==> config.mk <==
export PLATFORM = sky130hd
export DESIGN_NAME = cache_arrays
export DESIGN_NICKNAME = d
export VERILOG_FILES = /design/src/hw/cache_pkg.sv /design/src/hw/cache_arrays.sv
export SDC_FILE = /design/constraint.sdc
export NUM_CORES = 2
export LEC_CHECK = 0
export BUFFER_PORTS_ARGS = -buffer_cell sky130_fd_sc_hd__buf_2
export CORE_ASPECT_RATIO = 0.6
export CORE_MARGIN = 2
export CORE_UTILIZATION = 40
export DETAILED_ROUTE_END_ITERATION = 10
export PLACE_DENSITY_LB_ADDON = 0.12
export REMOVE_ABC_BUFFERS = 1
export SLEW_MARGIN = 20
export SYNTH_ARGS = -nofsm -noshare
export SYNTH_HDL_FRONTEND = slang
export SYNTH_SLANG_ARGS = --single-unit
export TNS_END_PERCENT = 50
==> constraint.sdc <==
create_clock -name clk -period 10.05 [get_ports clk]
set_clock_uncertainty 0.15 [all_clocks]
set_input_delay 0.5025 -clock clk [delete_from_list [all_inputs] [get_ports clk]]
set_output_delay 0.5025 -clock clk [all_outputs]
set_load 0.05 [all_outputs]
==> src/hw/cache_pkg.sv <==
`default_nettype none

package cache_pkg;

  // cache and dram geometry.
  localparam int line_bytes = 16;
  localparam int word_bytes = 4;
  localparam int dram_lines = 1024;
  localparam int cache_sets = 16;

  localparam int dram_bytes     = dram_lines * line_bytes;
  localparam int words_per_line = line_bytes / word_bytes;
  localparam int byte_sel_bits  = $clog2(word_bytes);      // ignored low bits.
  localparam int word_sel_bits  = $clog2(words_per_line);
  localparam int offset_bits    = $clog2(line_bytes);
  localparam int index_bits     = $clog2(cache_sets);
  localparam int line_addr_bits = $clog2(dram_lines);
  localparam int tag_bits       = line_addr_bits - index_bits;
  localparam int byte_addr_bits = line_addr_bits + offset_bits;
  localparam int word_bits      = 8 * word_bytes;
  localparam int line_bits      = 8 * line_bytes;

  typedef logic [byte_addr_bits-1:0] byte_addr_t;
  typedef logic [line_addr_bits-1:0] line_addr_t; // {tag, index}.
  typedef logic [tag_bits-1:0]       tag_t;
  typedef logic [index_bits-1:0]     index_t;
  typedef logic [word_sel_bits-1:0]  word_sel_t;
  typedef logic [word_bits-1:0]      word_t;
  typedef logic [line_bits-1:0]      line_t;  // little endian, word k at bit 32k.

  typedef enum logic [2:0] {
    idle,
    lookup,
    writeback,
    fill,
    respond
  } ctrl_state_t;

endpackage

`default_nettype wire

==> src/hw/cache_arrays.sv <==
`default_nettype none

module cache_arrays (
  input  logic               clk,
  input  logic               rst_n,
  input  logic               rd_en,
  input  cache_pkg::index_t  rd_index,
  output cache_pkg::tag_t    tag,
  output logic               valid,
  output logic               dirty,
  output cache_pkg::line_t   line,
  input  logic               wr_en,
  input  cache_pkg::index_t  wr_index,
  input  cache_pkg::tag_t    wr_tag,
  input  cache_pkg::line_t   wr_line,
  input  logic               wr_dirty
);

  cache_pkg::tag_t           tag_mem   [cache_pkg::cache_sets];
  cache_pkg::line_t          line_mem  [cache_pkg::cache_sets];
  logic                      dirty_mem [cache_pkg::cache_sets];
  logic [cache_pkg::cache_sets-1:0] valid_q;

  always_ff @(posedge clk) begin
    if (!rst_n) begin
      valid_q <= '0;                          // all sets empty.
    end else if (wr_en) begin
      valid_q[wr_index] <= 1'b1;
    end
  end

  always_ff @(posedge clk) begin
    if (wr_en) begin
      tag_mem[wr_index]   <= wr_tag;
      line_mem[wr_index]  <= wr_line;
      dirty_mem[wr_index] <= wr_dirty;
    end
  end

  // registered read, sees the contents from before a same-cycle write.
  always_ff @(posedge clk) begin
    if (!rst_n) begin
      valid <= 1'b0;
    end else if (rd_en) begin
      valid <= valid_q[rd_index];
    end
  end

  always_ff @(posedge clk) begin
    if (rd_en) begin
      tag   <= tag_mem[rd_index];
      line  <= line_mem[rd_index];
      dirty <= dirty_mem[rd_index];
    end
  end

endmodule

`default_nettype wire

# Yosys cells after proc, flatten, opt, wreduce, memory -nomap -nowiden
# Memories as Yosys holds them, arrays and structs flattened. A register that Yosys moved wholly into a read port is not among the register bits.
# Index checks and enable logic that the tools add are counted.
# totals
ff_bits,17
mem_bits_rw,2160
inputBits,147
memories,3
# mem_list
name,depth,word_bits,read_ports,rd_clocked_by_memory_dff,write_ports,line_no,source
line_mem,16,128,1,1,1,cache_arrays.sv:20,cache_pkg::line_t line_mem [cache_pkg::cache_sets];
tag_mem,16,6,1,1,1,cache_arrays.sv:19,cache_pkg::tag_t tag_mem [cache_pkg::cache_sets];
dirty_mem,16,1,1,1,1,cache_arrays.sv:21,logic dirty_mem [cache_pkg::cache_sets];
# classes
n_lt_le_gt_ge,3
n_mux,6
n_bitwise,1
n_reduce_logical,1
# ops
cell,n
16-bit bitwise OR,1
4-bit by 5-bit < comparator with 1-bit output (second input constant),2
1-bit binary-select mux with 4-bit select,1
1-bit demux with 4-bit select,1
4-bit by 1-bit greater-or-equal comparator with 1-bit output (second input constant),1
1-bit 2-to-1 mux,4
1-bit logical AND,1

# Longest topological paths before layout
# logic_depth
depth_word,5
ltp_mapped,8
mapped_depth_nobuf,4

# Least setup slack after synthesis
# OpenSTA, ideal clock, no wires.
# synth_timing
path_type,input -> register
start,input port wr_index[2]
end,memory dirty_mem[0] (enable)
setup_ns,0.799
arrival_time_ns,10.175
t_required_ns,9.101
path_slack_ns,-1.074
stages,2
n_path_buf,0
cell_sequence,or3b_2 nor3_1
# synth_lines
element,line_no,source
from (decl),cache_arrays.sv:13,"input cache_pkg::index_t wr_index,"
to (decl),cache_arrays.sv:21,
# No word-level cell before the write port.

==> run summary <==
status -> finished clean
CTS Buffer Depth -> 4
reg2reg setup slack -> 8150 ps
RSZ-0062 raised after global routing -> false
CTS Hold Bufs -> 137
DR vias/cell -> 5.459
GRT Total Usage -> 19.04%
Routed Antenna Nets -> 0
Post-synth ARST share -> 0%
Boundary Pins -> 283
core area -> 213100 um^2
Ys Warns -> 0
iteration count of the initial detailed-routing pass -> 5
die area -> 218600 um^2
post-synthesis register bit count -> 2312
Worst-Margin Slew -> 1143 ps
clk root buf -> clkbuf_16
Hold/Removal Path Class -> input pin to flip-flop
Max Transition Viols Final -> 0
chip height -> 363.0 um
initial core utilization -> 40.32%
row count -> 131
Resized Gates After CTS -> 0
CTS tree -> yes
largest cells by area after synthesis -> edfxtp_1, mux4_2, mux2i_1
number of port buffers -> 282
crit path DAT -> 3650 ps
Final period util -> 31.89%
Startpoint Class -> input pin
H-tree depth -> 4
DRC -> 0
Pwr Density -> 202.0 nW/um^2
total CTS buffers -> 219
Worst Reg-to-Reg Cells -> 4
Yosys top cell by area -> edfxtp_1
initial antenna violation count -> 17
Crit Path Max Fanout -> 134
Worst-path clk slew -> 70 ps
leakage power -> 30.94 nW
critical path startpoint -> rd_index[1]
Peak supply drop -> 0.1259 mV
Max-cap violations -> 0
vias in the first global route -> 39170
Setup Slack @ Placement -> 5905 ps
share of cells above drive strength 1 -> 32.15%
Placed Area -> 90960 um^2
Post-Route WL -> 207900 um
Avg Cell Area, Syn -> 25.96 um^2
register area share after synthesis -> 80.61%
routability congestion estimate -> 0.6741
Die Wd -> 602.3 um
P&R area growth vs syn -> 15.30%
most frequent cell after synthesis -> edfxtp_1
number of synthesized flops with an enable pin -> 2295
critical path type -> input pin to flip-flop
Max Clk Rate -> 312.0 MHz
worst setup path endpoint -> line[58]$_DFFE_PP_
reg2reg start -> line_mem[0][125]$_DFFE_PP_
CP Capture Type -> flip-flop
Netlist cell types -> 24
TNS Setup -> 0 ps
per-cell routed wire length -> 30.21 um
Most used DFF post-synth -> edfxtp_1
worst setup margin -> 6845 ps
NumNets Final -> 3995
top cell type's share of synthesized area -> 80.21%
Post-CTS Setup Bufs -> 0
Skew-Pair Late Insertion Delay -> 860 ps
Req. time, crit path -> 10500 ps
DRT iter0 DRCs -> 3547
Worst R2R End -> line[125]$_DFFE_PP_
max_slew headroom -> 23.77%
finished layout cell area -> 99060 um^2
Final HPWL DP -> 93600 um
grt total ovfl -> 0
Commonest cells post-synth -> edfxtp_1, mux4_2, clkbuf_1, buf_2, mux2i_1
Final setup viols -> 0
mapped cell area -> 85910 um^2
first-pass GRT wire length -> 297600 um
post-synthesis cell count -> 3310
largest net degree at the start of global routing -> 135
fin crit period -> 3205 ps
vias -> 37570
clock sinks -> 2312
Hold Violations, Final -> 0
==> worst min-delay path by stage <==
stage	start	endpoint	slack (ps)	depth (start not counted)
floorplan	valid_q[11]$_SDFFE_PN0P_	valid_q[11]$_SDFFE_PN0P_	290	1
global placement	valid_q[7]$_SDFFE_PN0P_	valid_q[7]$_SDFFE_PN0P_	290	1
detailed placement	valid_q[11]$_SDFFE_PN0P_	valid_q[11]$_SDFFE_PN0P_	300	1
CTS	rd_index[3]	line[54]$_DFFE_PP_	120	2
global route	rd_index[3]	line[34]$_DFFE_PP_	180	2
finish	rd_index[3]	line[54]$_DFFE_PP_	200	2
==> power breakdown <==
part	internal [mW]	switching [mW]	total (mW)
sequential	10.9	0.0651	10.9
clock	4.43	3.52	7.95
combinational	0.438	0.705	1.14
==> logic make-up (layout without fill, tap and decap cells) <==
family | Yosys count | count (layout) | synth area share, %
buffers and inverters | 166 | 869 | 1.006
DFF | 2312 | 2312 | 80.61
AOI/OAI and AO/OA | 88 | 88 | 0.6743
muxes | 681 | 681 | 17.30
and+or+nand+nor | 63 | 63 | 0.4107
other | 0 | 9 | 0
==> per-stage QoR <==
stage	instances	power [mW]	util, %	hold slack, ps
final	6881	20.01	46.49	201.0
after global routing	6878	20.71	46.49	176.3
after CTS	6872	20.28	46.48	119.0
after detailed placement	6349	12.25	42.69	302.4
after global placement	6349	12.24	42.69	292.1
after floorplan	3145	11.71	-	285.4
==> layout by cell type (no fill, tap or decap), types with 12 or more instances in the layout <==
| cell type | n |
|---|---|
| edfxtp_1 | 2295 |
| mux4_2 | 643 |
| buf_2 | 277 |
| clkbuf_16 | 223 |
| dlygate4sd3_1 | 137 |
| clkinv_1 | 57 |
| clkbuf_1 | 44 |
| buf_4 | 40 |
| mux2i_1 | 38 |
| nor2b_1 | 35 |
| a211oi_1 | 34 |
| a21oi_1 | 34 |
| clkinv_2 | 34 |
| buf_12 | 23 |
| dfxtp_1 | 17 |
| o21a_1 | 16 |
| bufinv_16 | 14 |
| nor2_4 | 12 |
==> worst max-delay path, cell delays in order <==
cell    delay (ps)
buf_8          540
buf_12         550
buf_12         520
mux4_2         450
mux4_2         470
==> state kept, by name, summed over array words and instances, names as in the netlist <==
signal     count
line         128
dirty_mem     16
dirty          1
tag            6
valid_q       16
tag_mem       96
line_mem    2048
valid          1
==> layout make-up <==
type                    count  area [um^2]
diodes                      9        22.52
flip-flops and latches   2312        69260
multi-input cells         832        15900
fillers                 17510       114000
clock inverters           115        903.4
well taps                2859         3577
inverters                   1        3.754
clock buffers             271         5801
repair buffers            482         3593
==> per-layer routing <==
| layer | track usage, % | up-vias | part of all wire, % |
|---|---|---|---|
| li1 | - | 15550 | - |
| met1 | 27.43 | 20990 | 45 |
| met2 | 31.11 | 761 | 49 |
| met3 | 2.915 | 261 | 4.1 |
| met4 | 3.817 | 8 | 1.7 |
| met5 | 0 | - | 0.025 |
No activity file was read; power rests on OpenSTA's default activity.
