[config.mk]
export PLATFORM = sky130hd
export DESIGN_NAME = cache_ctrl
export DESIGN_NICKNAME = d
export VERILOG_FILES = /design/src/hw/cache_pkg.sv /design/src/hw/cache_ctrl.sv
export SDC_FILE = /design/constraint.sdc
export NUM_CORES = 1
export LEC_CHECK = 0
export BUFFER_PORTS_ARGS = -buffer_cell sky130_fd_sc_hd__buf_2
export CAP_MARGIN = 40
export CORE_AREA = 2 2 246 248
export DETAILED_ROUTE_END_ITERATION = 8
export DIE_AREA = 0 0 248 250
export PLACE_DENSITY = 0.51
export SLEW_MARGIN = 20
export SYNTH_ARGS = -nofsm -noshare
export SYNTH_HDL_FRONTEND = slang
export SYNTH_SLANG_ARGS = --single-unit
[constraint.sdc]
create_clock -name clk -period 4 [get_ports clk]
set_input_delay 0.4 -clock clk [delete_from_list [all_inputs] [get_ports clk]]
set_output_delay 0.4 -clock clk [all_outputs]
set_load 0.01 [all_outputs]
[src/hw/cache_pkg.sv]
`default_nettype none

package cache_pkg;

  // cache and dram geometry.
  localparam int line_bytes = 16;
  localparam int word_bytes = 4;
  localparam int dram_lines = 1024;
  localparam int cache_sets = 16;

  localparam int dram_bytes     = dram_lines * line_bytes;
  localparam int words_per_line = line_bytes / word_bytes;
  localparam int byte_sel_bits  = $clog2(word_bytes);      // ignored low bits.
  localparam int word_sel_bits  = $clog2(words_per_line);
  localparam int offset_bits    = $clog2(line_bytes);
  localparam int index_bits     = $clog2(cache_sets);
  localparam int line_addr_bits = $clog2(dram_lines);
  localparam int tag_bits       = line_addr_bits - index_bits;
  localparam int byte_addr_bits = line_addr_bits + offset_bits;
  localparam int word_bits      = 8 * word_bytes;
  localparam int line_bits      = 8 * line_bytes;

  typedef logic [byte_addr_bits-1:0] byte_addr_t;
  typedef logic [line_addr_bits-1:0] line_addr_t; // {tag, index}.
  typedef logic [tag_bits-1:0]       tag_t;
  typedef logic [index_bits-1:0]     index_t;
  typedef logic [word_sel_bits-1:0]  word_sel_t;
  typedef logic [word_bits-1:0]      word_t;
  typedef logic [line_bits-1:0]      line_t;  // little endian, word k at bit 32k.

  typedef enum logic [2:0] {
    idle,
    lookup,
    writeback,
    fill,
    respond
  } ctrl_state_t;

endpackage

`default_nettype wire

[src/hw/cache_ctrl.sv]
`default_nettype none

module cache_ctrl (
  input  logic                  clk,
  input  logic                  rst_n,
  input  logic                  req,
  input  logic                  we,
  input  cache_pkg::byte_addr_t addr,
  input  cache_pkg::word_t      wdata,
  output cache_pkg::word_t      rdata,
  output logic                  busy,
  output logic                  done,
  output logic                  hit,
  output logic                  arr_rd_en,
  output cache_pkg::index_t     arr_rd_index,
  input  cache_pkg::tag_t       arr_tag,
  input  logic                  arr_valid,
  input  logic                  arr_dirty,
  input  cache_pkg::line_t      arr_line,
  output logic                  arr_wr_en,
  output cache_pkg::index_t     arr_wr_index,
  output cache_pkg::tag_t       arr_wr_tag,
  output cache_pkg::line_t      arr_wr_line,
  output logic                  arr_wr_dirty,
  output logic                  wren,
  output logic                  rden,
  output cache_pkg::line_addr_t line_addr,
  output cache_pkg::line_t      wr_line,
  input  cache_pkg::line_t      rd_line,
  input  logic                  mem_ready
);

  localparam int tag_lsb = cache_pkg::offset_bits + cache_pkg::index_bits;

  cache_pkg::ctrl_state_t state;

  cache_pkg::byte_addr_t  req_addr;
  logic                   req_we;
  cache_pkg::word_t       req_wdata;
  cache_pkg::tag_t        req_tag;
  cache_pkg::index_t      req_index;
  cache_pkg::word_sel_t   req_word;

  cache_pkg::line_t       line_q;
  cache_pkg::line_t       merged;
  cache_pkg::line_addr_t  line_addr_q;
  logic                   hit_q;
  logic                   dirty_q;
  logic                   strobe_q;
  logic                   drop_q;
  logic                   lookup_hit;
  logic                   victim_dirty;

  assign req_tag   = req_addr[tag_lsb +: cache_pkg::tag_bits];
  assign req_index = req_addr[cache_pkg::offset_bits +: cache_pkg::index_bits];
  assign req_word  = req_addr[cache_pkg::byte_sel_bits +: cache_pkg::word_sel_bits];

  assign lookup_hit   = arr_valid && (arr_tag == req_tag);
  assign victim_dirty = arr_valid && arr_dirty;

  // set read starts in the req cycle so lookup has the entry.
  assign arr_rd_en    = (state == cache_pkg::idle) && req;
  assign arr_rd_index = addr[cache_pkg::offset_bits +: cache_pkg::index_bits];

  always_ff @(posedge clk) begin
    if (!rst_n) begin
      state    <= cache_pkg::idle;
      hit_q    <= 1'b0;
      strobe_q <= 1'b0;
      drop_q   <= 1'b0;
    end else begin
      case (state)
        cache_pkg::idle: begin
          if (req) begin
            state <= cache_pkg::lookup;
          end
        end
        cache_pkg::lookup: begin
          hit_q <= lookup_hit;
          if (lookup_hit) begin
            state <= cache_pkg::respond;
          end else if (victim_dirty) begin
            state <= cache_pkg::writeback;
          end else begin
            state <= cache_pkg::fill;
          end
        end
        cache_pkg::writeback, cache_pkg::fill: begin
          if (drop_q) begin
            drop_q <= 1'b0;
            if (state == cache_pkg::writeback) begin
              state    <= cache_pkg::fill;
              strobe_q <= 1'b1;               // fill starts straight after the drop.
            end else begin
              state <= cache_pkg::respond;
            end
          end else if (strobe_q) begin
            if (mem_ready) begin
              strobe_q <= 1'b0;
              drop_q   <= 1'b1;
            end
          end else begin
            strobe_q <= 1'b1;                 // address settles one cycle first.
          end
        end
        cache_pkg::respond: begin
          state <= cache_pkg::idle;
        end
        default: begin
          state <= cache_pkg::idle;
        end
      endcase
    end
  end

  always_ff @(posedge clk) begin
    if ((state == cache_pkg::idle) && req) begin
      req_addr  <= addr;
      req_we    <= we;
      req_wdata <= wdata;
    end
    if (state == cache_pkg::lookup) begin
      line_q      <= arr_line;
      dirty_q     <= arr_dirty;
      line_addr_q <= victim_dirty ? {arr_tag, req_index} : {req_tag, req_index};
    end
    if ((state == cache_pkg::writeback) && drop_q) begin
      line_addr_q <= {req_tag, req_index};    // now point at the missed line.
    end
    if ((state == cache_pkg::fill) && strobe_q && mem_ready) begin
      line_q <= rd_line;
    end
  end

  always_comb begin
    merged = line_q;
    if (req_we) begin
      merged[req_word * cache_pkg::word_bits +: cache_pkg::word_bits] = req_wdata;
    end
  end

  assign rdata = line_q[req_word * cache_pkg::word_bits +: cache_pkg::word_bits];
  assign busy  = (state != cache_pkg::idle);
  assign done  = (state == cache_pkg::respond);
  assign hit   = hit_q;

  // entry is rewritten on every access, dirty sticks on a hit.
  assign arr_wr_en    = (state == cache_pkg::respond);
  assign arr_wr_index = req_index;
  assign arr_wr_tag   = req_tag;
  assign arr_wr_line  = merged;
  assign arr_wr_dirty = req_we | (hit_q & dirty_q);

  assign wren      = (state == cache_pkg::writeback) && strobe_q;
  assign rden      = (state == cache_pkg::fill) && strobe_q;
  assign line_addr = line_addr_q;
  assign wr_line   = line_q;                  // victim line during write-back.

endmodule

`default_nettype wire

# Yosys cells after proc, flatten, opt, wreduce, memory -nomap -nowiden
# Cells that the tools add are included.
# W data, S select, Z words.
[op_classes] mux=20 bitwise_logic=2 eq_ne=8 reduce_logical=14 shifts=3 n_addsub=1
[ops] cell="$mux W128" n=3
[ops] cell="$bwmux W128" n=1
[ops] cell="$shift A32 B34 Y128 const A" n=1
[ops] cell="$shiftx A128 B8 Y32" n=1
[ops] cell="$shiftx A32 B34 Y128" n=1
[ops] cell="$neg A7 Y34" n=1
[ops] cell="$mux W10" n=3
[ops] cell="$mux W3" n=4
[ops] cell="$pmux W3 S3" n=1
[ops] cell="$mux W1" n=8
[ops] cell="$logic_and A1 B1 Y1" n=7
[ops] cell="$eq A3 B2 Y1 const B" n=2
[ops] cell="$eq A6 B6 Y1" n=1
[ops] cell="$ne A2 B2 Y1 const B" n=2
[ops] cell="$reduce_and A2 Y1" n=2
[ops] cell="$reduce_bool A2 Y1" n=2
[ops] cell="$eq A3 B1 Y1 const B" n=1
[ops] cell="$eq A3 B3 Y1 const B" n=1
[ops] cell="$logic_not A3 Y1" n=1
[ops] cell="$reduce_bool A3 Y1" n=1
[ops] cell="$ne A2 B1 Y1 const B" n=1
[ops] cell="$reduce_or A2 Y1" n=1
[ops] cell="$and A1 B1 Y1" n=1
[ops] cell="$or A1 B1 Y1" n=1
[word_totals] inputBits=315 elab_cells=58 reg_bits=192

# Depth between registers and ports, before layout
# Gate-level depths: netlist (run 1).
[logic_depth] depth_word=4 ltp_mapped=9 mapped_depth_nobuf=6

# Least setup slack after synthesis (run 1)
# OpenSTA, ideal clock, no wires.
[synth_timing] path_type="register to register" from="register state[1]" to="register line_q[0] (netlist: wr_line[0]) (enable)" required_time_ns=3.508 path_buffers=3 period_less_slack_ns=4.414 t_arrival_ns=3.922 stages_incl_launch_ff=8 setup_ns=0.492 setup_slack_ns=-0.414 path_cell_list="dfxtp_1 -> buf_4 -> and2b_4 -> and3_4 -> nand2_2 -> buf_6 -> buf_6 -> nand2_1"
[synth_between] elab_chain_cells=4 word_cells_on_any_way=5 cone_classes="eq/ne: 2; reduce/logical: 3"
[synth_rtl] item="from (decl)" line_no="cache_ctrl.sv:35" source="cache_pkg::ctrl_state_t state;"
[synth_rtl] item="from (signal assigned)" line_no="cache_ctrl.sv:67" source="state <= cache_pkg::idle;"
[synth_rtl] item="from (signal assigned)" line_no="cache_ctrl.sv:75" source="state <= cache_pkg::lookup;"
[synth_rtl] item="from (signal assigned)" line_no="cache_ctrl.sv:81" source="state <= cache_pkg::respond;"
[synth_rtl] item="$eq A3 B2 Y1"
[synth_rtl] item="$logic_and A1 B1 Y1"
[synth_rtl] item="net rden" line_no="cache_ctrl.sv:26" source="output logic rden,"
[synth_rtl] item="$logic_and A1 B1 Y1" line_no="cache_ctrl.sv:130" source="if ((state == cache_pkg::fill) && strobe_q && mem_ready) begin"
[synth_rtl] item="$reduce_bool A2 Y1 (no line)"
[synth_rtl] item="to (signal assigned)" line_no="cache_ctrl.sv:123" source="line_q <= arr_line;"
[synth_rtl] item="to (signal assigned)" line_no="cache_ctrl.sv:131" source="line_q <= rd_line;"
[synth_rtl] item="to (decl)" line_no="cache_ctrl.sv:44" source="cache_pkg::line_t line_q;"
# The timed path passes the listed nets, and every way through them passes these cells.
# A chain may end at the register's enable or synchronous reset.

# Final worst setup path (run 1)
[layout_timing] from="register req_addr[3]" to="output arr_wr_line[71]"
[layout_between] elab_chain_cells=4 word_cells_on_any_way=5 cone_classes="add/sub: 1; shift: 2; mux: 2"
[layout_rtl] item="from (decl)" line_no="cache_ctrl.sv:37" source="cache_pkg::byte_addr_t req_addr;"
[layout_rtl] item="from (signal assigned)" line_no="cache_ctrl.sv:118" source="req_addr <= addr;"
[layout_rtl] item="$neg A7 Y34 *" line_no="cache_ctrl.sv:138" source="merged[req_word * cache_pkg::word_bits +: cache_pkg::word_bits] = req_wdata;"
[layout_rtl] item="$shiftx A32 B34 Y128 / $shift A32 B34 Y128 (equally long branches)" line_no="cache_ctrl.sv:138"
[layout_rtl] item="$bwmux W128 *" line_no="cache_ctrl.sv:138"
[layout_rtl] item="$mux W128 *" line_no="cache_ctrl.sv:137" source="if (req_we) begin"
[layout_rtl] item="to (decl)" line_no="cache_ctrl.sv:23" source="output cache_pkg::line_t arr_wr_line,"
# Mark *: on every way between the ends. The rest lies on a longest branch, timed or not.

==> run_results.csv, run 1 <==
group,metric,value,unit
worst_setup_path,cp-start-kind,"flip-flop",
logic_synthesis,synth_area_per_cell,16.6,sq um
logic_synthesis,synth_warnings,0,
clock_network,clk_root_buffer_cell,"clkbuf_16",
floorplanning,io_pins,635,
timing,timing.hold.ws,0.0976,ns
logic_synthesis,netlist_instances,617,
pwr,seqPwrFrac,43.9,%
logic_synthesis,synthDistinctLibCells,38,
logic_synthesis,synth_top_cell_area_share,53.8,%
pwr,clock_power_share,24.6,%
pwr,power_frac_comb,31.5,%
worst_setup_path,arrival,2.79,ns
timing,final.setup.worst_slack,0.815,ns
global_routing,grt_usage,14.1,%
logic_synthesis,ys_top_cells_by_area,"edfxtp_1, mux2_4, a22o_1",
global_routing,first_global_vias,8876,
worst_setup_path,cp_max_fo,21,
logic_synthesis,synth-seq-cells,190,
global_routing,overflow,0,
timing,period_share,79.6,%
drt,wirelength,45400,microns
floorplanning,core_area,59600,sq um
clock_network,ctsHtreeMaxLevel,4,
timing,setup_viol,0,
drt,drc,0,
worst_setup_path,worst-endpoint-required,3.60,ns
pwr,power.internal,4.32,mW
global_routing,grt_pass1_wl,61300,microns
worst_setup_path,end_kind,"output pin",
drt,initialDrtViolationCount,455,
logic_synthesis,ys_seq_area_share,55.0,%
placement,port_buffers,632,
floorplanning,die-area,62000,sq um
timing,rsz0062_at_grt,"false",
global_routing,grt_max_degree,63,
pwr,power,6.53,mW
pwr,p_sw,2.20,mW
timing,period_minus_slack,3.19,ns
final_layout,final_cell_mix,"buf_2, edfxtp_1, a22o_1",
pwr,p_leak,6.68,nW
clock_network,cts_sinks,190,
placement,place_ws,1.24,ns
final_layout,final_common_cell,"buf_2",
clock_network,clkSlewWorstSetupHoldPaths,0.08,ns
run_status,status,"completed",
placement,gp_congestion,0.837,
logic_synthesis,async_flop_share,0,%
pwr,ir_drop,0.000328,V
timing,worst_pin_slew,0.758,ns
drt,firstDrtPassIters,5,
timing,max-slew-margin-rel,49.3,%
logic_synthesis,synthesis.area,10300,sq um
clock_network,clock_latency,0.47,ns
timing,max_freq,314,MHz
logic_synthesis,synth.largest_area_cell,"edfxtp_1",
placement,hpwlAfterDp,34000,microns
timing,slew_viol_final,0,
floorplanning,rows,90,
drt,vias_per_cell,4.23,
clock_network,clk_path_buf_depth,2,
timing,clock_skew,0.0121,ns
logic_synthesis,synth-edff-count,184,
logic_synthesis,synth_flop_cell,"edfxtp_1",
worst_setup_path,path_class,"flip-flop to output pin",
drt,ant_nets,0,
final_layout,nets,1548,
logic_synthesis,syn_nets,937,
clock_network,numCtsBuffers,17,
timing,setup_tns,0,ns
pwr,power_density,439,nW/um^2
pwr,sw_frac_of_total,33.8,%
final_layout,drive_above_1_share,69.5,%
final_layout,areaGrowthSynthToFinish,44.8,%
run,drv_cap,0,
drt,vias,8552,
global_routing,antenna_found_initial,1,
clock_network,cts_resized,0,
min_path,hold_class,"input port to flip-flop",
floorplanning,initial_core_util,17.2,%
timing,finalHoldViolations,0,
clock_network,post_cts_buffers,0,
drt,wire_per_inst,22.4,microns
floorplanning,die_x,248,microns
floorplanning,fp.dieH,250,microns
clock_network,tritoncts,"yes",
clock_network,ctsHoldBuffers,0,
[critical path, cell delays in order (launching register included)]
cell,delay (ns)
edfxtp_1,0.37
buf_4,0.38
ha_1,0.27
nand2_2,0.45
buf_4,0.42
a22o_1,0.27
buf_2,0.14
[final timing paths]
check | end | start | cells after the start | slack, ns
setup / recovery | arr_wr_line[71] | req_addr[3] | 6 | 0.81
hold / removal | req_wdata[3] | wdata[3] | 1 | 0.1
setup reg to reg | wr_line[16] | state[2] | 5 | 1.41
hold reg to reg | line_addr[3] | req_addr[7] | 0 | 0.45
[kinds of logic (layout without fill, tap and decap cells)]
family                   after synthesis  after routing  share of synthesized area [%]
multiplexers                         166            166                           25.7
AND/OR/NAND/NOR                       40             40                           2.23
AO/OA/AOI/OAI                        140            140                           11.7
buffers and inverters                 70            694                           4.35
flip-flops                           190            190                           55.0
XOR/XNOR                               6              6                          0.512
adder cells (fa/ha/maj)                5              5                          0.609
other                                  0              1                              0
[synthesized netlist by cell type (2+ instances only)]
library cell,count
a21oi_1,5
a22o_1,129
and4_1,2
buf_2,18
buf_4,16
buf_6,12
clkbuf_1,18
dfxtp_1,6
edfxtp_1,184
ha_1,5
inv_1,5
mux2_2,25
mux2_4,109
mux4_2,32
nand2_1,12
nand2b_1,2
nand3_1,3
nor2_1,7
nor2b_1,3
o22ai_1,2
xnor2_1,4
xor2_1,2
[final cells by class]
type | count | area [sq um]
clock buffers | 20 | 437
inverters | 5 | 18.8
fillers | 6296 | 44700
flip-flops and latches | 190 | 5650
multi-input cells | 357 | 4250
well taps | 782 | 978
clock inverters | 12 | 88.8
repair buffers | 657 | 3460
diodes | 1 | 2.50
[flip-flops by register name, indices dropped and copies added, names as in the netlist, 3 cells and up]
signal     count
wr_line      128
req_wdata     32
req_addr      12
line_addr     10
state          3
[power groups by stage]
stage / Sequential, mW / Combinational [mW] / Clock, mW
final: 2.86 / 2.06 / 1.60
after global routing: 2.89 / 2.20 / 1.74
after CTS: 2.86 / 2.10 / 1.69
after detailed placement: 2.90 / 2.09 / 0
after global placement: 2.90 / 2.07 / 0
after floorplan: 2.90 / 0.966 / 0
[through the flow]
stage,instances,instance area (sq um),utilization (%)
final,2024,14900,25.0
after CTS,2023,14900,25.0
after global routing,2023,14900,25.0
after detailed placement,1991,14300,24.1
after global placement,1989,14300,24.0
after floorplan,617,10300,-
[layer usage]
| metal | vias up | share of wire [%] | global-route usage (%) |
|---|---|---|---|
| li1 | 3735 | - | - |
| met1 | 4233 | 38 | 15.7 |
| met2 | 533 | 52 | 25.3 |
| met3 | 51 | 7.9 | 3.83 |
| met4 | 0 | 2.1 | 5.10 |
| met5 | - | 0 | 0 |
Power figures use the tool's default switching activity.
==> run 2, diff against run 1 <==
Settings changed: CORE_AREA 2 2 246 248 to 2 2 249 251, DIE_AREA 0 0 248 250 to 0 0 251 253, PLACE_DENSITY 0.51 to 0.5.
Clock period 4 ns to 3.13 ns, I/O delays scaled along.
==> run_results.csv, run 2 (same netlist as run 1, synthesis figures left out) <==
group,metric,value,unit
global_routing,antenna_found_initial,2,
drt,vias,8830,
worst_setup_path,path_class,"flip-flop to output pin",
floorplanning,rows,91,
timing,worst_pin_slew,0.681,ns
drt,initialDrtViolationCount,576,
floorplanning,initial_core_util,16.8,%
timing,max_freq,344,MHz
worst_setup_path,cp_max_fo,15,
worst_setup_path,path_cells,"buf_4 > ha_1 > nand3_1 > nor2_4 > buf_4 > a22o_1 > buf_2",
timing,max-slew-margin-rel,54.6,%
timing,timing.hold.ws,0.0494,ns
clock_network,tritoncts,"yes",
placement,port_buffers,632,
final_layout,fin_area,15500,sq um
placement,place_area,14400,sq um
clock_network,cts_sinks,190,
worst_setup_path,arrival,2.60,ns
timing,clock_skew,0.0114,ns
drt,wire_per_inst,22.2,microns
floorplanning,die-area,63500,sq um
drt,drc,0,
final_layout,stdcell_count,2087,
pwr,power_density,567,nW/um^2
drt,vias_per_cell,4.23,
final_layout,areaGrowthSynthToFinish,50.8,%
drt,wirelength,46300,microns
floorplanning,io_pins,635,
global_routing,first_global_vias,9160,
placement,hpwlAfterDp,34600,microns
final_layout,nets,1604,
timing,finalHoldViolations,0,
drt,firstDrtPassIters,6,
clock_network,clock_latency,0.48,ns
clock_network,numCtsBuffers,17,
global_routing,grt_pass1_wl,62900,microns
final_layout,final_common_cell,"buf_2",
floorplanning,fp.dieH,253,microns
placement,gp_congestion,0.821,
clock_network,clkSlewWorstSetupHoldPaths,0.07,ns
final_layout,n_antenna_cell,0,
final_layout,largest_reg_flops,128,
drt,ant_nets,0,
pwr,ir_drop,0.000397,V
run,drv_cap,0,
floorplanning,core_area,61000,sq um
final_layout,final_cell_mix,"buf_2, edfxtp_1, a22o_1",
worst_setup_path,worst-endpoint-required,2.82,ns
pwr,p_leak,6.97,nW
timing,period_minus_slack,2.91,ns
min_path,hold_class,"input port to flip-flop",
global_routing,grt_usage,14.0,%
worst_setup_path,end_kind,"output pin",
clock_network,clk_root_buffer_cell,"clkbuf_16",
global_routing,grt_max_degree,49,
worst_setup_path,worst_path_most_repeated_cell,"buf_4",
timing,setup_viol,0,
clock_network,ctsHtreeMaxLevel,4,
final_layout,drive_above_1_share,67.7,%
placement,dp.cells,2010,
clock_network,post_cts_buffers,0,
worst_setup_path,cp-start-kind,"flip-flop",
worst_setup_path,slowest_stage,"nor2_4",
timing,rsz0062_at_grt,"false",
worst_setup_path,slowest_delay,0.38,ns
timing,slew_viol_final,0,
clock_network,clk_path_buf_depth,2,
floorplanning,die_x,251,microns
run_status,status,"completed",
timing,period_share,92.9,%
global_routing,overflow,0,
timing,setup_tns,0,ns
==> run 2: cell types whose count changed in the layout (fill, tap and decap cells not counted) <==
| cell | delta |
|---|---|
| buf_6 | +2 |
| bufinv_16 | +4 |
| buf_16 | -1 |
| buf_4 | +11 |
| diode_2 | -1 |
| clkinvlp_4 | -1 |
| inv_8 | +3 |
| clkbuf_1 | -2 |
| clkbuf_2 | +1 |
| clkinv_4 | -3 |
| clkinv_1 | -1 |
| buf_12 | -1 |
| dlygate4sd3_1 | +44 |
==> run 2: where the power goes <==
part	internal, mW	total (mW)	switching, mW
combinational	1.27	2.71	1.45
clock	1.35	2.42	1.07
sequential	3.29	3.65	0.356
total	5.91	8.78	2.87
==> run 2: final cells by class <==
type,instances,area [sq um]
Timing Repair Buffer,713,3960
Clock inverter,14,205
Tap cell,790,988
Sequential cell,190,5650
Inverter,5,18.8
Fill cell,6438,45500
Multi-Input combinational cell,357,4250
Clock buffer,18,429
==> run 2: layer usage <==
layer | GRT usage (%) | vias to the layer above | share of wire (%)
met5 | 0 | - | 0.028
met4 | 5.73 | 2 | 2.9
met3 | 4.09 | 93 | 8.6
met2 | 24.6 | 569 | 51
met1 | 15.8 | 4317 | 38
li1 | - | 3849 | -
==> run 2: path summary, 6_finish.rpt <==
check	slack (ns)	to	depth (start not counted)	startpoint
min	0.05	req_wdata[28]	1	wdata[28]
min reg2reg	0.46	line_addr[1]	0	req_addr[5]
max reg2reg	0.90	wr_line[6]	5	state[2]
max	0.22	arr_wr_line[94]	7	req_addr[3]
==> run 2: critical path, delay by kind of cell (launching register included) <==
family	cells	cell delay (ns)
AO/OA/AOI/OAI	1	0.18
adder cells (fa/ha/maj)	1	0.25
buffers and inverters	3	0.82
flip-flops	1	0.35
AND/OR/NAND/NOR	2	0.50
==> run 2: repair_timing <==
action                                  CTS  global route
hold endpoints to repair                 44             0
gates resized for setup                   0             2
hold buffers                             44             0
endpoints found under the setup margin    0             2
==> run 2: per-stage QoR <==
stage               power, mW  util, %  setup slack [ns]
floorplan                4.94        -           0.00233
global placement         6.38     23.6             0.640
detailed placement       6.39     23.6             0.603
CTS                      8.92     25.4            0.0380
global route             9.20     25.4            0.0454
finish                   8.78     25.4             0.221
==> run 3, diff against run 2 <==
Settings changed: ABC_AREA set to 1, CORE_AREA 2 2 249 251 to 2 2 244 246, DIE_AREA 0 0 251 253 to 0 0 246 248, PLACE_DENSITY 0.5 to 0.51.
==> run_results.csv, run 3 <==
group,metric,value,unit
timing,period_minus_slack,3.01,ns
final_layout,final_util,27.1,%
worst_setup_path,cp-start-kind,"flip-flop",
floorplanning,core_area,58500,sq um
logic_synthesis,synth_fa_ha_area_share,0.584,%
logic_synthesis,synth_top_family_by_area,"multiplexers",
global_routing,grt_pass1_wl,69200,microns
clock_network,numCtsBuffers,17,
final_layout,final_cell_mix,"buf_2, edfxtp_1, o21ai_0",
worst_setup_path,cp_max_fo,13,
logic_synthesis,synth_flop_cell,"edfxtp_1",
logic_synthesis,synth-edff-count,184,
logic_synthesis,synthesis.area,10700,sq um
logic_synthesis,synth_commonest_cells,"edfxtp_1, o21ai_0, nand2_1, mux2_4, nor2_1",
drt,vias,10535,
drt,vias_per_cell,4.36,
logic_synthesis,synthDistinctLibCells,31,
logic_synthesis,yosys.area_share.simple,10.3,%
final_layout,largest_reg_flops,128,
pwr,power_density,764,nW/um^2
clock_network,tritoncts,"yes",
worst_setup_path,worst-endpoint-required,2.82,ns
placement,hpwlAfterDp,38100,microns
drt,wire_per_inst,21.4,microns
final_layout,multiInputGateArea,4470,sq um
placement,port_buffers,632,
floorplanning,die_x,246,microns
timing,slew_viol_final,0,
logic_synthesis,ys_top_cells_by_area,"edfxtp_1, mux2_4, o21ai_0",
clock_network,post_cts_buffers,0,
timing,rsz0062_at_grt,"false",
final_layout,areaGrowthSynthToFinish,47.6,%
floorplanning,io_pins,635,
worst_setup_path,rr_endpoint,"wr_line[118]",
clock_network,clkSlewWorstSetupHoldPaths,0.08,ns
timing,clock_skew,0.0115,ns
drt,firstDrtPassIters,5,
worst_setup_path,crit_start,"req_addr[2]",
global_routing,antenna_found_initial,2,
final_layout,n_fill_cell,6234,
global_routing,overflow,0,
global_routing,use_met3,3.56,%
floorplanning,fp.dieH,248,microns
logic_synthesis,netlist_instances,983,
timing,final.setup.worst_slack,0.123,ns
final_layout,drive_above_1_share,51.6,%
logic_synthesis,synthXorXnorAreaFrac,0.163,%
logic_synthesis,synth_most_common_cell,"edfxtp_1",
global_routing,grt_usage,16.0,%
clock_network,clk_path_buf_depth,2,
final_layout,final_common_cell,"buf_2",
clock_network,ctsHtreeMaxLevel,4,
logic_synthesis,synth_warnings,0,
timing,worst_pin_slew,0.662,ns
timing,max_freq,333,MHz
logic_synthesis,ys_seq_area_share,52.7,%
timing,finalHoldViolations,0,
global_routing,grt_max_degree,73,
global_routing,met1_usage,19.6,%
final_layout,nets,1950,
pwr,ir_drop,0.000422,V
timing,setup_tns,0,ns
min_path,whs_path_depth,1,
logic_synthesis,async_flop_share,0,%
logic_synthesis,synth-seq-cells,190,
logic_synthesis,synth_mux_area_share,17.4,%
worst_setup_path,rr_startpoint,"state[1]",
pwr,p_leak,7.46,nW
global_routing,grtUsageMet2,27.7,%
floorplanning,initial_core_util,18.3,%
logic_synthesis,synth_area_per_cell,10.9,sq um
floorplanning,die-area,61000,sq um
final_layout,seq_area,5650,sq um
min_path,hold_path_end,"req_addr[3]",
clock_network,cts_sinks,190,
min_path,hp-start,"addr[3]",
drt,drc,0,
drt,wirelength,51700,microns
floorplanning,rows,89,
logic_synthesis,syn_nets,1303,
logic_synthesis,synth_top_cell_area_share,51.5,%
run_status,status,"completed",
worst_setup_path,arrival,2.69,ns
timing,max-slew-margin-rel,55.9,%
clock_network,clock_latency,0.48,ns
worst_setup_path,r2r_cells,7,
logic_synthesis,synth.largest_area_cell,"edfxtp_1",
drt,initialDrtViolationCount,718,
drt,ant_nets,0,
global_routing,first_global_vias,10168,
clock_network,clk_root_buffer_cell,"clkbuf_16",
worst_setup_path,rrSetupSlack,0.80,ns
run,drv_cap,0,
logic_synthesis,synth-compound-area-share,12.5,%
worst_setup_path,end_kind,"output pin",
placement,gp_congestion,0.925,
worst_setup_path,path_class,"flip-flop to output pin",
min_path,hold_class,"input port to flip-flop",
global_routing,gr-max-usage-layer,"met2",
placement,place_ws,0.350,ns
timing,period_share,96.1,%
timing,setup_viol,0,
run 3: cell count changes after synthesis, moves of 31 or more:
| cell | delta |
|---|---|
| o31ai_1 | +32 |
| o21ai_0 | +168 |
| mux4_2 | -32 |
| inv_1 | +47 |
| nor2_1 | +62 |
| a22o_1 | -129 |
| nand2_1 | +147 |
| nand3_1 | +36 |
| clkbuf_1 | +31 |
run 3: critical path, cell delays in order (launching register included):
cell	delay (ns)
edfxtp_1	0.38
clkinv_2	0.10
ha_1	0.38
or4_4	0.64
buf_4	0.26
o21ai_0	0.26
buf_2	0.19
run 3: what timing repair did:
action,CTS,global route
hold buffers,44,0
pin swaps,0,1
resized for setup,5,1
setup endpoints to repair,58,6
gates cloned,0,0
hold endpoints to repair,44,0
run 3: cell type report:
| type | count | area share [%] |
|---|---|---|
| Antenna cell | 1 | 0.0158 |
| Timing Repair Buffer | 714 | 25.1 |
| Tap cell | 773 | 6.11 |
| Sequential cell | 190 | 35.7 |
| Inverter | 54 | 1.29 |
| Clock inverter | 15 | 0.854 |
| Multi-Input combinational cell | 653 | 28.3 |
| Clock buffer | 17 | 2.69 |
run 3: worst max-delay path by stage:
stage / endpoint / slack [ns]
2_1_floorplan: arr_wr_line[10] / 0.17
3_3_place_gp: arr_wr_line[0] / 0.38
3_5_place_dp: arr_wr_line[0] / 0.35
4_1_cts: arr_wr_line[5] / 0.02
5_1_grt: arr_wr_line[120] / 0.005
6_report: arr_wr_line[5] / 0.12
run 3: stage by stage:
step | cell area, sq um | instances | hold WS [ns] | total power, mW
floorplan | 10700 | 983 | 0.412 | 6.94
global placement | 14800 | 2339 | 0.429 | 9.89
detailed placement | 14800 | 2339 | 0.433 | 9.94
CTS | 15800 | 2415 | 0.0277 | 12.3
global route | 15800 | 2416 | 0.0519 | 12.8
finish | 15800 | 2417 | 0.0857 | 12.1
run 3: logic make-up after synthesis:
logic type	Yosys count
AND/OR/NAND/NOR	274
AO/OA/AOI/OAI	243
flip-flops	190
buffers and inverters	140
multiplexers	129
adder cells (fa/ha/maj)	5
XOR/XNOR	2
run 3: layer usage:
layer	wire [microns]	up-vias
li1	-	4807
met4	986	2
met2	26000	640
met1	20800	5020
met5	11	-
met3	3990	66
run 3: power breakdown:
part           leakage, nW  switching, mW  total (mW)  internal [mW]
sequential            1.78          0.634        4.49           3.85
clock                0.275           1.09        2.19           1.11
combinational         5.41           3.48        5.41           1.93
total                 7.46           5.20        12.1           6.89
